## src/verilog/conv_pkg.sv

```systemverilog
package conv_pkg;

    // ==================================================
    // Array geometry
    // ==================================================
    localparam int NUM_LANES = 14;
    localparam int LANE_ID_W = 4;                 // Also the destination field of an ifmap word

    localparam int VAL_W  = 14;                   // Weight or feature value
    localparam int PKT_W  = 18;                   // One input stream word
    localparam int LANE_W = 16;                   // Word stored in a lane FIFO
    localparam int PSUM_W = 32;

    // Lane word layout is {kind, last, value}
    localparam int LANE_KIND_BIT = 15;            // 1 marks a weight, 0 marks data
    localparam int LANE_LAST_BIT = 14;

    localparam int MAX_TAPS  = 8;
    localparam int TAP_W     = 4;                 // Wide enough to hold MAX_TAPS itself
    localparam int TAP_IDX_W = $clog2(MAX_TAPS);

    localparam int FIFO_DEPTH = 4;
    localparam int DROP_W     = 16;

    // ==================================================
    // Register map
    // ==================================================
    localparam logic [3:0] ADDR_CTRL   = 4'h0;
    localparam logic [3:0] ADDR_TAPS   = 4'h4;
    localparam logic [3:0] ADDR_STATUS = 4'h8;
    localparam logic [3:0] ADDR_DROPS  = 4'hC;

    localparam int CTRL_EN_BIT     = 0;
    localparam int CTRL_RELOAD_BIT = 1;

    // The same input word means different things in each phase
    typedef union packed {
        struct packed {
            logic                           last;
            logic [PKT_W-VAL_W-2:0]         spare;
            logic [VAL_W-1:0]               weight;
        } fil;
        struct packed {
            logic [LANE_ID_W-1:0]           dest;
            logic [VAL_W-1:0]               value;
        } ifm;
    } in_pkt_u;

endpackage
```

## src/verilog/psum_arbiter.sv

```systemverilog
module psum_arbiter (
    input  logic                                                   clk,
    input  logic                                                   rst,
    input  logic [conv_pkg::NUM_LANES-1:0]                         psum_valid,
    input  logic [conv_pkg::NUM_LANES-1:0][conv_pkg::PSUM_W-1:0]   psum,
    output logic [conv_pkg::NUM_LANES-1:0]                         psum_ready,
    output logic                                                   res_valid,
    output logic [conv_pkg::LANE_ID_W-1:0]                         res_lane,
    output logic [conv_pkg::PSUM_W-1:0]                            res_psum,
    input  logic                                                   res_ready
);

    logic [conv_pkg::LANE_ID_W-1:0] ptr;          // Highest priority lane
    logic [conv_pkg::LANE_ID_W-1:0] grant;
    logic                           found;
    logic                           load;

    // Rotating search that starts at ptr
    always_comb begin
        int cand;
        found = 1'b0;
        grant = '0;
        cand  = 0;
        for (int i = 0; i < conv_pkg::NUM_LANES; i++) begin
            cand = int'(ptr) + i;
            if (cand >= conv_pkg::NUM_LANES)
                cand = cand - conv_pkg::NUM_LANES;
            if (!found && psum_valid[cand]) begin
                found = 1'b1;
                grant = conv_pkg::LANE_ID_W'(cand);
            end
        end
    end

    assign load = found & (~res_valid | res_ready); // Output empty or draining now

    always_comb begin
        psum_ready = '0;
        if (load)
            psum_ready[grant] = 1'b1;
    end

    always_ff @(posedge clk) begin
        if (load) begin
            res_lane <= grant;
            res_psum <= psum[grant];
        end
    end

    always_ff @(posedge clk) begin
        if (rst) begin
            res_valid <= 1'b0;
            ptr       <= '0;
        end else if (load) begin
            res_valid <= 1'b1;
            if (grant == conv_pkg::LANE_ID_W'(conv_pkg::NUM_LANES - 1))
                ptr <= '0;
            else
                ptr <= grant + 1'b1;
        end else if (res_ready) begin
            res_valid <= 1'b0;
        end
    end

endmodule

```

## config.mk

```make
export PLATFORM = sky130hd
export DESIGN_NAME = psum_arbiter
export DESIGN_NICKNAME = d
export VERILOG_FILES = /design/src/verilog/conv_pkg.sv /design/src/verilog/psum_arbiter.sv
export SDC_FILE = /design/constraint.sdc
export NUM_CORES = 1
export LEC_CHECK = 0
export ABC_AREA = 1
export BUFFER_PORTS_ARGS = -buffer_cell sky130_fd_sc_hd__buf_2
export CAP_MARGIN = 25
export CORE_AREA = 2 2 198 200
export CTS_BUF_LIST = sky130_fd_sc_hd__clkbuf_8
export DETAILED_ROUTE_END_ITERATION = 10
export DIE_AREA = 0 0 200 202
export PLACE_DENSITY = 0.53
export SLEW_MARGIN = 15
export SYNTH_ARGS = -nofsm -noshare
export SYNTH_HDL_FRONTEND = slang
export SYNTH_SLANG_ARGS = --single-unit
export TNS_END_PERCENT = 1
```

## constraint.sdc

```tcl
create_clock -name clk -period 9.6 [get_ports clk]
set_input_delay 0.96 -clock clk [delete_from_list [all_inputs] [get_ports clk]]
set_output_delay 0.96 -clock clk [all_outputs]
set_load 0.01 [all_outputs]
```

==> run_results.csv, run 1 <==
group,metric,value,unit
global_route,grt.total_usage,0.254,
worst_setup_path,end_kind,"primary output",
detailed_routing,drt_iter0_markers,1091,
global_route,grt_max_degree,149,
synthesis,synth_edf_count,36,
clocking,clk_pin_slew,90,ps
sta,tightest_slew,963,ps
global_route,gr-total-overflow,0,
layout,multi_input_area,7700,sq um
die,die_h,202,um
clocking,hold_buffers,0,
worst_setup_path,max_stage_delay,830,ps
clocking,cts_tree,"built",
die,start_util,0.261,
sta,max_freq,138,MHz
global_route,grt_pass1_vias,13100,
global_route,grt_pass1_wl,77100,um
worst_setup_path,critPathTopFamily,"simple AND/OR/NAND/NOR gates",
synthesis,synth_nets,2559,
die,die_w,200,um
outcome,status,"completed",
synthesis,synth_cells,2073,
die,dieArea,40400,sq um
synthesis,ys.flop_type,"edfxtp_1",
placed_design,dp_hpwl,44500,um
clocking,cts_setup_buffers,0,
clocking,insertion_delay,340,ps
synthesis,synth_top_area_share,0.505,
synthesis,synth_cell_types,48,
worst_setup_path,critPathLaunch,"ptr[1]",
synthesis,synth.area.top_cells,"nand2_1 (50%), edfxtp_1 (11%), nand3_1 (9.0%)",
clocking,cts_resized,0,
layout,final_nets,2997,
worst_setup_path,cp.depth,27,
worst_setup_path,critPathKind,"reg2out",
synthesis,async_flop_share,0,
worst_setup_path,path_max_fanout,35,
detailed_routing,vias,14600,
worst_setup_path,rr_worst_depth,33,
sta,slew_headroom,0.351,
placed_design,place_congestion,0.970,
worst_hold_path,hp-class,"reg2reg",
synthesis,ys_ff_latch,41,
clocking,cts-root-buf,"clkbuf_8",
die,rows,72,
synthesis,synthesis.area,10000,sq um
sta,fin_tns_setup,0,ps
sta,skew,8.89,ps
synthesis,postSynthAreaPerCell,4.83,sq um
detailed_routing,drt-total-wl,54700,um
worst_setup_path,r2r_end,"res_psum[9]",
detailed_routing,via_per_inst,4.81,
synthesis,yosysWarnings,0,
worst_setup_path,cpMaxStageDelayCell,"dfxtp_1",
clocking,clkSinkCount,41,
worst_setup_path,r2r_slack,2810,ps
synthesis,ys_seq_area_frac,0.118,
sta,final_hold_viol_count,0,
clocking,htreeDepth,2,
synthesis,yosysMostFrequentCell,"nand2_1",
layout,drive_above_1_share,0.239,
placed_design,portBuffers,515,
synthesis,netlist_top_cells_count,"nand2_1 (1346), nand3_1 (181), inv_1 (122)",
worst_setup_path,startpoint_type,"register",
sta,min_period_over_period,0.754,
detailed_routing,postRouteAntennaNets,0,
clocking,cts-buffers-inserted,5,
synthesis,yosysTopAreaCell,"nand2_1",
clocking,cts_max_path_buffers,2,
detailed_routing,drc,0,
worst_setup_path,rr_startpoint,"ptr[1]",
worst_setup_path,cp_data_required_time,8640,ps
layout,area_growth,29.6,%
global_route,grt_antenna_before_repair,9,
worst_setup_path,timing.critical_path.to,"psum_ready[10]",
layout,n_fill_cell,4514,
worst_setup_path,crit_buf_inv,6,
run,drv_cap,0,
die,coreArea,38300,sq um
sta,drv_slew,0,
die,boundaryPins,516,
sta,period_minus_slack,7240,ps
sta,rsz0062_at_grt,"false",
sta,finalSetupViolCount,0,
layout,seqCellArea,1180,sq um
detailed_routing,drtPass1Iterations,5,
detailed_routing,post_drt_wl_per_cell,18.0,um
worst_setup_path,cp.arrival,6280,ps
worst_setup_path,timing.critical_path.mode_cell,"nand2_1",
per-layer routing:
layer	GRT usage	part of all wire	vias up
li1	-	-	7306
met5	0	0	-
met3	0.0646	0.11	65
met4	0.0714	0.024	0
met1	0.343	0.43	6514
met2	0.398	0.44	731
cell families after synthesis:
logic type | count (synthesis) | share of synthesized area
buffers and inverters | 244 | 0.115
DFF | 41 | 0.118
xor gates and xnor gates | 9 | 0.00862
and+or+nand+nor | 1635 | 0.661
AOI/OAI and AO/OA | 123 | 0.0711
adders and majority gates | 21 | 0.0262
metrics by stage:
step	std cells	setup WS, ps	util	area (sq um)	hold WS, ps
after floorplan	2073	4530	-	10000	581
after global placement	3020	2700	0.334	12800	585
after detailed placement	3021	2670	0.335	12800	594
after CTS	3029	2410	0.338	12900	607
after global routing	3036	1870	0.339	13000	673
final	3037	2360	0.339	13000	603
how the worst min path moves through the flow:
stage | endpoint | start | cells after the start
after floorplan | ptr[2] | ptr[2] | 2
final | res_valid | res_valid | 4
after detailed placement | res_valid | res_valid | 4
after global placement | res_valid | res_valid | 4
after CTS | res_valid | res_valid | 4
after global routing | res_valid | res_valid | 4
state kept, by name, summed over array words and instances, names as in the netlist:
| register | count |
|---|---|
| res_psum | 32 |
| res_valid | 1 |
| res_lane | 4 |
| ptr | 4 |
worst min-delay path, delay by kind of cell (launching register included):
family / cells / cell delay (ps)
compound gates: 1 / 130
buf+inv: 2 / 80
flops: 1 / 320
simple gates: 1 / 40
cells in the final DEF, fill, tap and decap left out, types with 3 or more instances in the layout:
cell type and count:
o21ai_0 47, a21oi_1 28, inv_1 122, nand3_1 181
inv_2 16, xor2_1 4, o21ai_1 12, dfxtp_1 5
buf_4 17, inv_4 3, nand2_4 4, xnor2_1 4
nand2_2 9, nand4_1 13, o211ai_1 18, ha_1 21
nor2_4 3, nand3_4 3, nor3_1 5, edfxtp_1 36
nand2_1 1346, buf_2 515, or2_2 3, nand3_2 3
nand3b_1 4, o21a_1 4, clkbuf_8 5, o21ai_2 3
nor2_2 3, nor2_1 52, diode_2 7
cell type report:
type                    instances  area share
diodes                          7     0.00135
clock buffers                   5     0.00531
clock inverters                 3     0.00289
inverters                     140      0.0411
multi-input cells            1788       0.594
flip-flops and latches         41      0.0911
well taps                     518      0.0500
repair buffers                535       0.214
Power of run 1 is not shown: default switching activity piles up to over one toggle a cycle in this logic, so the estimate is an artifact.
==> run 2, diff against run 1 <==
--- a/config.mk
+++ b/config.mk
@@ -8,11 +8,11 @@
 export ABC_AREA = 1
 export BUFFER_PORTS_ARGS = -buffer_cell sky130_fd_sc_hd__buf_2
 export CAP_MARGIN = 25
-export CORE_AREA = 2 2 198 200
+export CORE_AREA = 2 2 200 202
 export CTS_BUF_LIST = sky130_fd_sc_hd__clkbuf_8
 export DETAILED_ROUTE_END_ITERATION = 10
-export DIE_AREA = 0 0 200 202
-export PLACE_DENSITY = 0.53
+export DIE_AREA = 0 0 202 204
+export PLACE_DENSITY = 0.54
 export SLEW_MARGIN = 15
 export SYNTH_ARGS = -nofsm -noshare
 export SYNTH_HDL_FRONTEND = slang
==> constraint.sdc (replaced) <==
create_clock -name clk -period 6.5 [get_ports clk]
set_input_delay 0.65 -clock clk [delete_from_list [all_inputs] [get_ports clk]]
set_output_delay 0.65 -clock clk [all_outputs]
set_load 0.01 [all_outputs]
==> run_results.csv, run 2 (same netlist as run 1, synthesis figures left out) <==
group,metric,value,unit
worst_setup_path,end_kind,"primary output",
detailed_routing,drt_iter0_markers,1485,
sta,final_hold_viol_count,0,
sta,drv_slew,0,
worst_setup_path,path_max_fanout,37,
layout,final_nets,3005,
worst_setup_path,rr_startpoint,"ptr[1]",
layout,drive_above_1_share,0.242,
worst_hold_path,hp-start,"rst",
die,coreArea,39200,sq um
die,rows,73,
run,drv_cap,0,
clocking,insertion_delay,340,ps
worst_setup_path,crit_buf_inv,4,
die,die_h,204,um
global_route,grt.total_usage,0.244,
placed_design,place_congestion,0.986,
clocking,cts_max_path_buffers,2,
sta,fin_tns_setup,0,ps
worst_hold_path,whs_path_depth,2,
worst_hold_path,hp-class,"in2reg",
layout,area_growth,30.1,%
layout,layout_common_cells,"nand2_1 (1345), buf_2 (515), nand3_1 (181)",
placed_design,portBuffers,515,
clocking,cts-root-buf,"clkbuf_8",
worst_setup_path,max_stage_delay,570,ps
die,start_util,0.255,
detailed_routing,drt-total-wl,53300,um
worst_setup_path,rr_worst_depth,29,
layout,top_register,"res_psum",
layout,mostFrequentLayoutCell,"nand2_1",
worst_hold_path,holdPathEnd,"ptr[1]",
placed_design,dp_hpwl,43300,um
sta,rsz0062_at_grt,"false",
layout,post-route-util,0.332,
layout,n_fill_cell,4562,
clocking,clkSinkCount,41,
detailed_routing,post_drt_wl_per_cell,17.5,um
sta,max_freq,168,MHz
detailed_routing,drc,0,
worst_setup_path,cp_data_required_time,5850,ps
die,dieArea,41200,sq um
global_route,gr-total-overflow,0,
sta,slew_headroom,0.400,
worst_setup_path,critPathTopFamily,"simple AND/OR/NAND/NOR gates",
sta,min_period_over_period,0.915,
die,boundaryPins,516,
worst_setup_path,r2r_slack,810,ps
sta,skew,6.82,ps
global_route,grt_max_degree,130,
sta,period_minus_slack,5950,ps
worst_setup_path,r2r_end,"res_psum[26]",
clocking,cts_tree,"built",
layout,largest_register_ffs,32,
sta,finalSetupViolCount,0,
worst_setup_path,cp.arrival,5300,ps
worst_setup_path,timing.critical_path.mode_cell,"nand2_1",
detailed_routing,vias,14500,
global_route,grt_antenna_before_repair,0,
worst_setup_path,cpMaxStageDelayCell,"o21ai_0",
clocking,cts_setup_buffers,0,
detailed_routing,drtPass1Iterations,6,
outcome,status,"completed",
detailed_routing,via_per_inst,4.76,
sta,tightest_slew,891,ps
global_route,grt_pass1_vias,13200,
clocking,cts-buffers-inserted,5,
worst_setup_path,path_cells,"buf_4 -> ha_1 -> ha_1 -> o21ai_0 -> inv_1 -> a21oi_1 -> o21ai_0 -> nand2_1 -> nand2_1 -> nand2_2 -> nand3_4 -> nor2_8 -> nand4_4 -> nor2_4 -> nand4_2 -> nor2_4 -> nand3_2 -> nor2_2 -> inv_2 -> nand2_4 -> nand2_1 -> nor2_1 -> buf_2",
worst_setup_path,critPathKind,"reg2out",
worst_setup_path,cp.depth,23,
clocking,htreeDepth,2,
die,die_w,202,um
worst_setup_path,startpoint_type,"register",
clocking,clk_pin_slew,100,ps
layout,largest_registers,"res_psum (32), ptr (4), res_lane (4)",
global_route,grt_pass1_wl,77600,um
detailed_routing,postRouteAntennaNets,0,
==> run 2: how the worst max path moves through the flow <==
stage	slack, ps	start	to
final	550	ptr[1]	psum_ready[10]
after global routing	60	ptr[1]	psum_ready[10]
after CTS	460	ptr[0]	psum_ready[3]
after detailed placement	840	ptr[0]	res_psum[26]
after global placement	870	ptr[1]	res_psum[8]
after floorplan	1740	ptr[1]	psum_ready[13]
==> run 2: per-layer routing <==
| metal | global-route usage | vias up | share of wire |
|---|---|---|---|
| met1 | 0.347 | 6533 | 0.47 |
| met5 | 0 | - | 0 |
| li1 | - | 7320 | - |
| met2 | 0.383 | 611 | 0.44 |
| met4 | 0.0494 | 0 | 0.015 |
| met3 | 0.0453 | 38 | 0.078 |
==> run 2: per-stage QoR <==
stage | setup WS, ps | area, sq um | instances | hold WS (ps)
2_1_floorplan | 1740 | 10000 | 2073 | 581
3_3_place_gp | 866 | 12900 | 3037 | 587
3_5_place_dp | 842 | 12900 | 3037 | 608
4_1_cts | 457 | 13000 | 3045 | 529
5_1_grt | 57.4 | 13000 | 3045 | 542
6_report | 551 | 13000 | 3046 | 564
==> run 2: what timing repair did <==
item / in CTS / in global routing
resized for setup: 0 / 1
hold buffers: 0 / 0
setup endpoints to repair: 0 / 3
==> run 2: layout make-up <==
| type | instances | area [sq um] | share of cell area |
|---|---|---|---|
| Clock inverter | 3 | 46.3 | 0.00356 |
| Timing Repair Buffer | 543 | 2830 | 0.217 |
| Tap cell | 525 | 657 | 0.0504 |
| Multi-Input combinational cell | 1788 | 7710 | 0.592 |
| Sequential cell | 41 | 1180 | 0.0907 |
| Antenna cell | 1 | 2.50 | 0.000192 |
| Clock buffer | 5 | 68.8 | 0.00528 |
| Inverter | 140 | 533 | 0.0409 |
Power of run 2 is left out for the same reason.
==> run 3, diff against run 2 <==
--- a/config.mk
+++ b/config.mk
@@ -8,11 +8,11 @@
 export ABC_AREA = 1
 export BUFFER_PORTS_ARGS = -buffer_cell sky130_fd_sc_hd__buf_2
 export CAP_MARGIN = 25
-export CORE_AREA = 2 2 200 202
+export CORE_AREA = 2 2 203 205
 export CTS_BUF_LIST = sky130_fd_sc_hd__clkbuf_8
 export DETAILED_ROUTE_END_ITERATION = 10
-export DIE_AREA = 0 0 202 204
-export PLACE_DENSITY = 0.54
+export DIE_AREA = 0 0 205 207
+export PLACE_DENSITY = 0.53
 export SLEW_MARGIN = 15
 export SYNTH_ARGS = -nofsm -noshare
 export SYNTH_HDL_FRONTEND = slang
==> run_results.csv, run 3 (same netlist as run 1, synthesis figures left out) <==
group,metric,value,unit
detailed_routing,drt-total-wl,54100,um
die,die_w,205,um
worst_setup_path,critPathKind,"reg2out",
sta,min_period_over_period,0.926,
worst_setup_path,path_max_fanout,20,
placed_design,portBuffers,515,
clocking,cts_resized,0,
global_route,grt_antenna_before_repair,2,
layout,final_nets,3005,
worst_hold_path,whs_path_depth,2,
layout,top_register,"res_psum",
layout,area_growth,30.4,%
die,dieArea,42400,sq um
clocking,cts-root-buf,"clkbuf_8",
placed_design,dpl.cell_count,3044,
clocking,cts-buffers-inserted,5,
sta,fin_tns_setup,0,ps
sta,tightest_slew,917,ps
die,start_util,0.248,
sta,rsz0062_at_grt,"false",
layout,layout_common_cells,"nand2_1 (1346), buf_2 (515), nand3_1 (181)",
sta,final_hold_viol_count,0,
worst_setup_path,cp.arrival,5370,ps
die,boundaryPins,516,
layout,n_fill_cell,4788,
global_route,grt_pass1_wl,78900,um
die,rows,74,
detailed_routing,via_per_inst,4.77,
worst_setup_path,cp_data_required_time,5850,ps
sta,drv_slew,0,
worst_setup_path,timing.critical_path.mode_cell,"nand2_1",
layout,mostFrequentLayoutCell,"nand2_1",
clocking,cts_setup_buffers,0,
outcome,status,"completed",
sta,period_minus_slack,6020,ps
clocking,cts_max_path_buffers,2,
worst_setup_path,rr_worst_depth,29,
clocking,cts_tree,"built",
clocking,clkSinkCount,41,
worst_hold_path,hp-class,"in2reg",
detailed_routing,drtPass1Iterations,6,
worst_setup_path,startpoint_type,"register",
global_route,grt.total_usage,0.243,
global_route,grt_max_degree,118,
die,die_h,207,um
layout,drive_above_1_share,0.242,
worst_setup_path,cpMaxStageDelayCell,"dfxtp_1",
sta,skew,15.9,ps
detailed_routing,drc,0,
global_route,gr-total-overflow,0,
placed_design,place_congestion,0.949,
clocking,htreeDepth,2,
clocking,clk_pin_slew,100,ps
clocking,hold_buffers,0,
worst_setup_path,max_stage_delay,670,ps
sta,finalSetupViolCount,0,
detailed_routing,post_drt_wl_per_cell,17.7,um
clocking,insertion_delay,350,ps
layout,largest_registers,"res_psum (32), ptr (4), res_lane (4)",
global_route,grt_pass1_vias,13300,
detailed_routing,postRouteAntennaNets,0,
die,coreArea,40400,sq um
detailed_routing,drt_iter0_markers,1325,
layout,finalNonFillerCells,3053,
layout,post-route-util,0.323,
worst_setup_path,end_kind,"primary output",
placed_design,dp_hpwl,44100,um
detailed_routing,vias,14600,
run,drv_cap,0,
layout,largest_register_ffs,32,
sta,slew_headroom,0.382,
sta,max_freq,166,MHz
[run 3: area by class of cell]
cell class | count | area (sq um) | area share
Multi-Input combinational cell | 1788 | 7700 | 0.590
Timing Repair Buffer | 543 | 2830 | 0.216
Sequential cell | 41 | 1180 | 0.0905
Tap cell | 532 | 666 | 0.0510
Inverter | 140 | 538 | 0.0412
Clock buffer | 5 | 68.8 | 0.00527
Clock inverter | 3 | 68.8 | 0.00527
Antenna cell | 1 | 2.50 | 0.000192
[run 3: layer usage]
layer  global-route usage  wire (um)  vias up
li1                     -          -     7313
met1                0.344      25200     6590
met2                0.390      24000      629
met3               0.0278       3920       45
met4               0.0576       1010        0
met5                    0          0        -
[run 3: worst max-delay path, delay by kind of cell (launching register included)]
family / cells / cell delay [ps]
flops: 1 / 670
fa+ha+maj: 1 / 420
compound gates: 1 / 170
buf+inv: 4 / 660
simple gates: 19 / 3120
[run 3: final timing paths]
path                   from       endpoint  slack [ps]
hold reg to reg   res_valid      res_valid         600
setup reg to reg     ptr[2]   res_psum[29]         870
setup / recovery     ptr[2]  psum_ready[3]         480
hold / removal          rst         ptr[0]         550
[run 3: per-stage QoR]
| stage | instance area [sq um] | hold WS, ps | worst slack (ps) |
|---|---|---|---|
| detailed placement | 12900 | 589 | 840 |
| finish | 13100 | 553 | 481 |
| CTS | 13000 | 535 | 420 |
| floorplan | 10000 | 581 | 1740 |
| global route | 13100 | 552 | 42.5 |
| global placement | 12900 | 575 | 853 |
Power of run 3 is left out for the same reason.
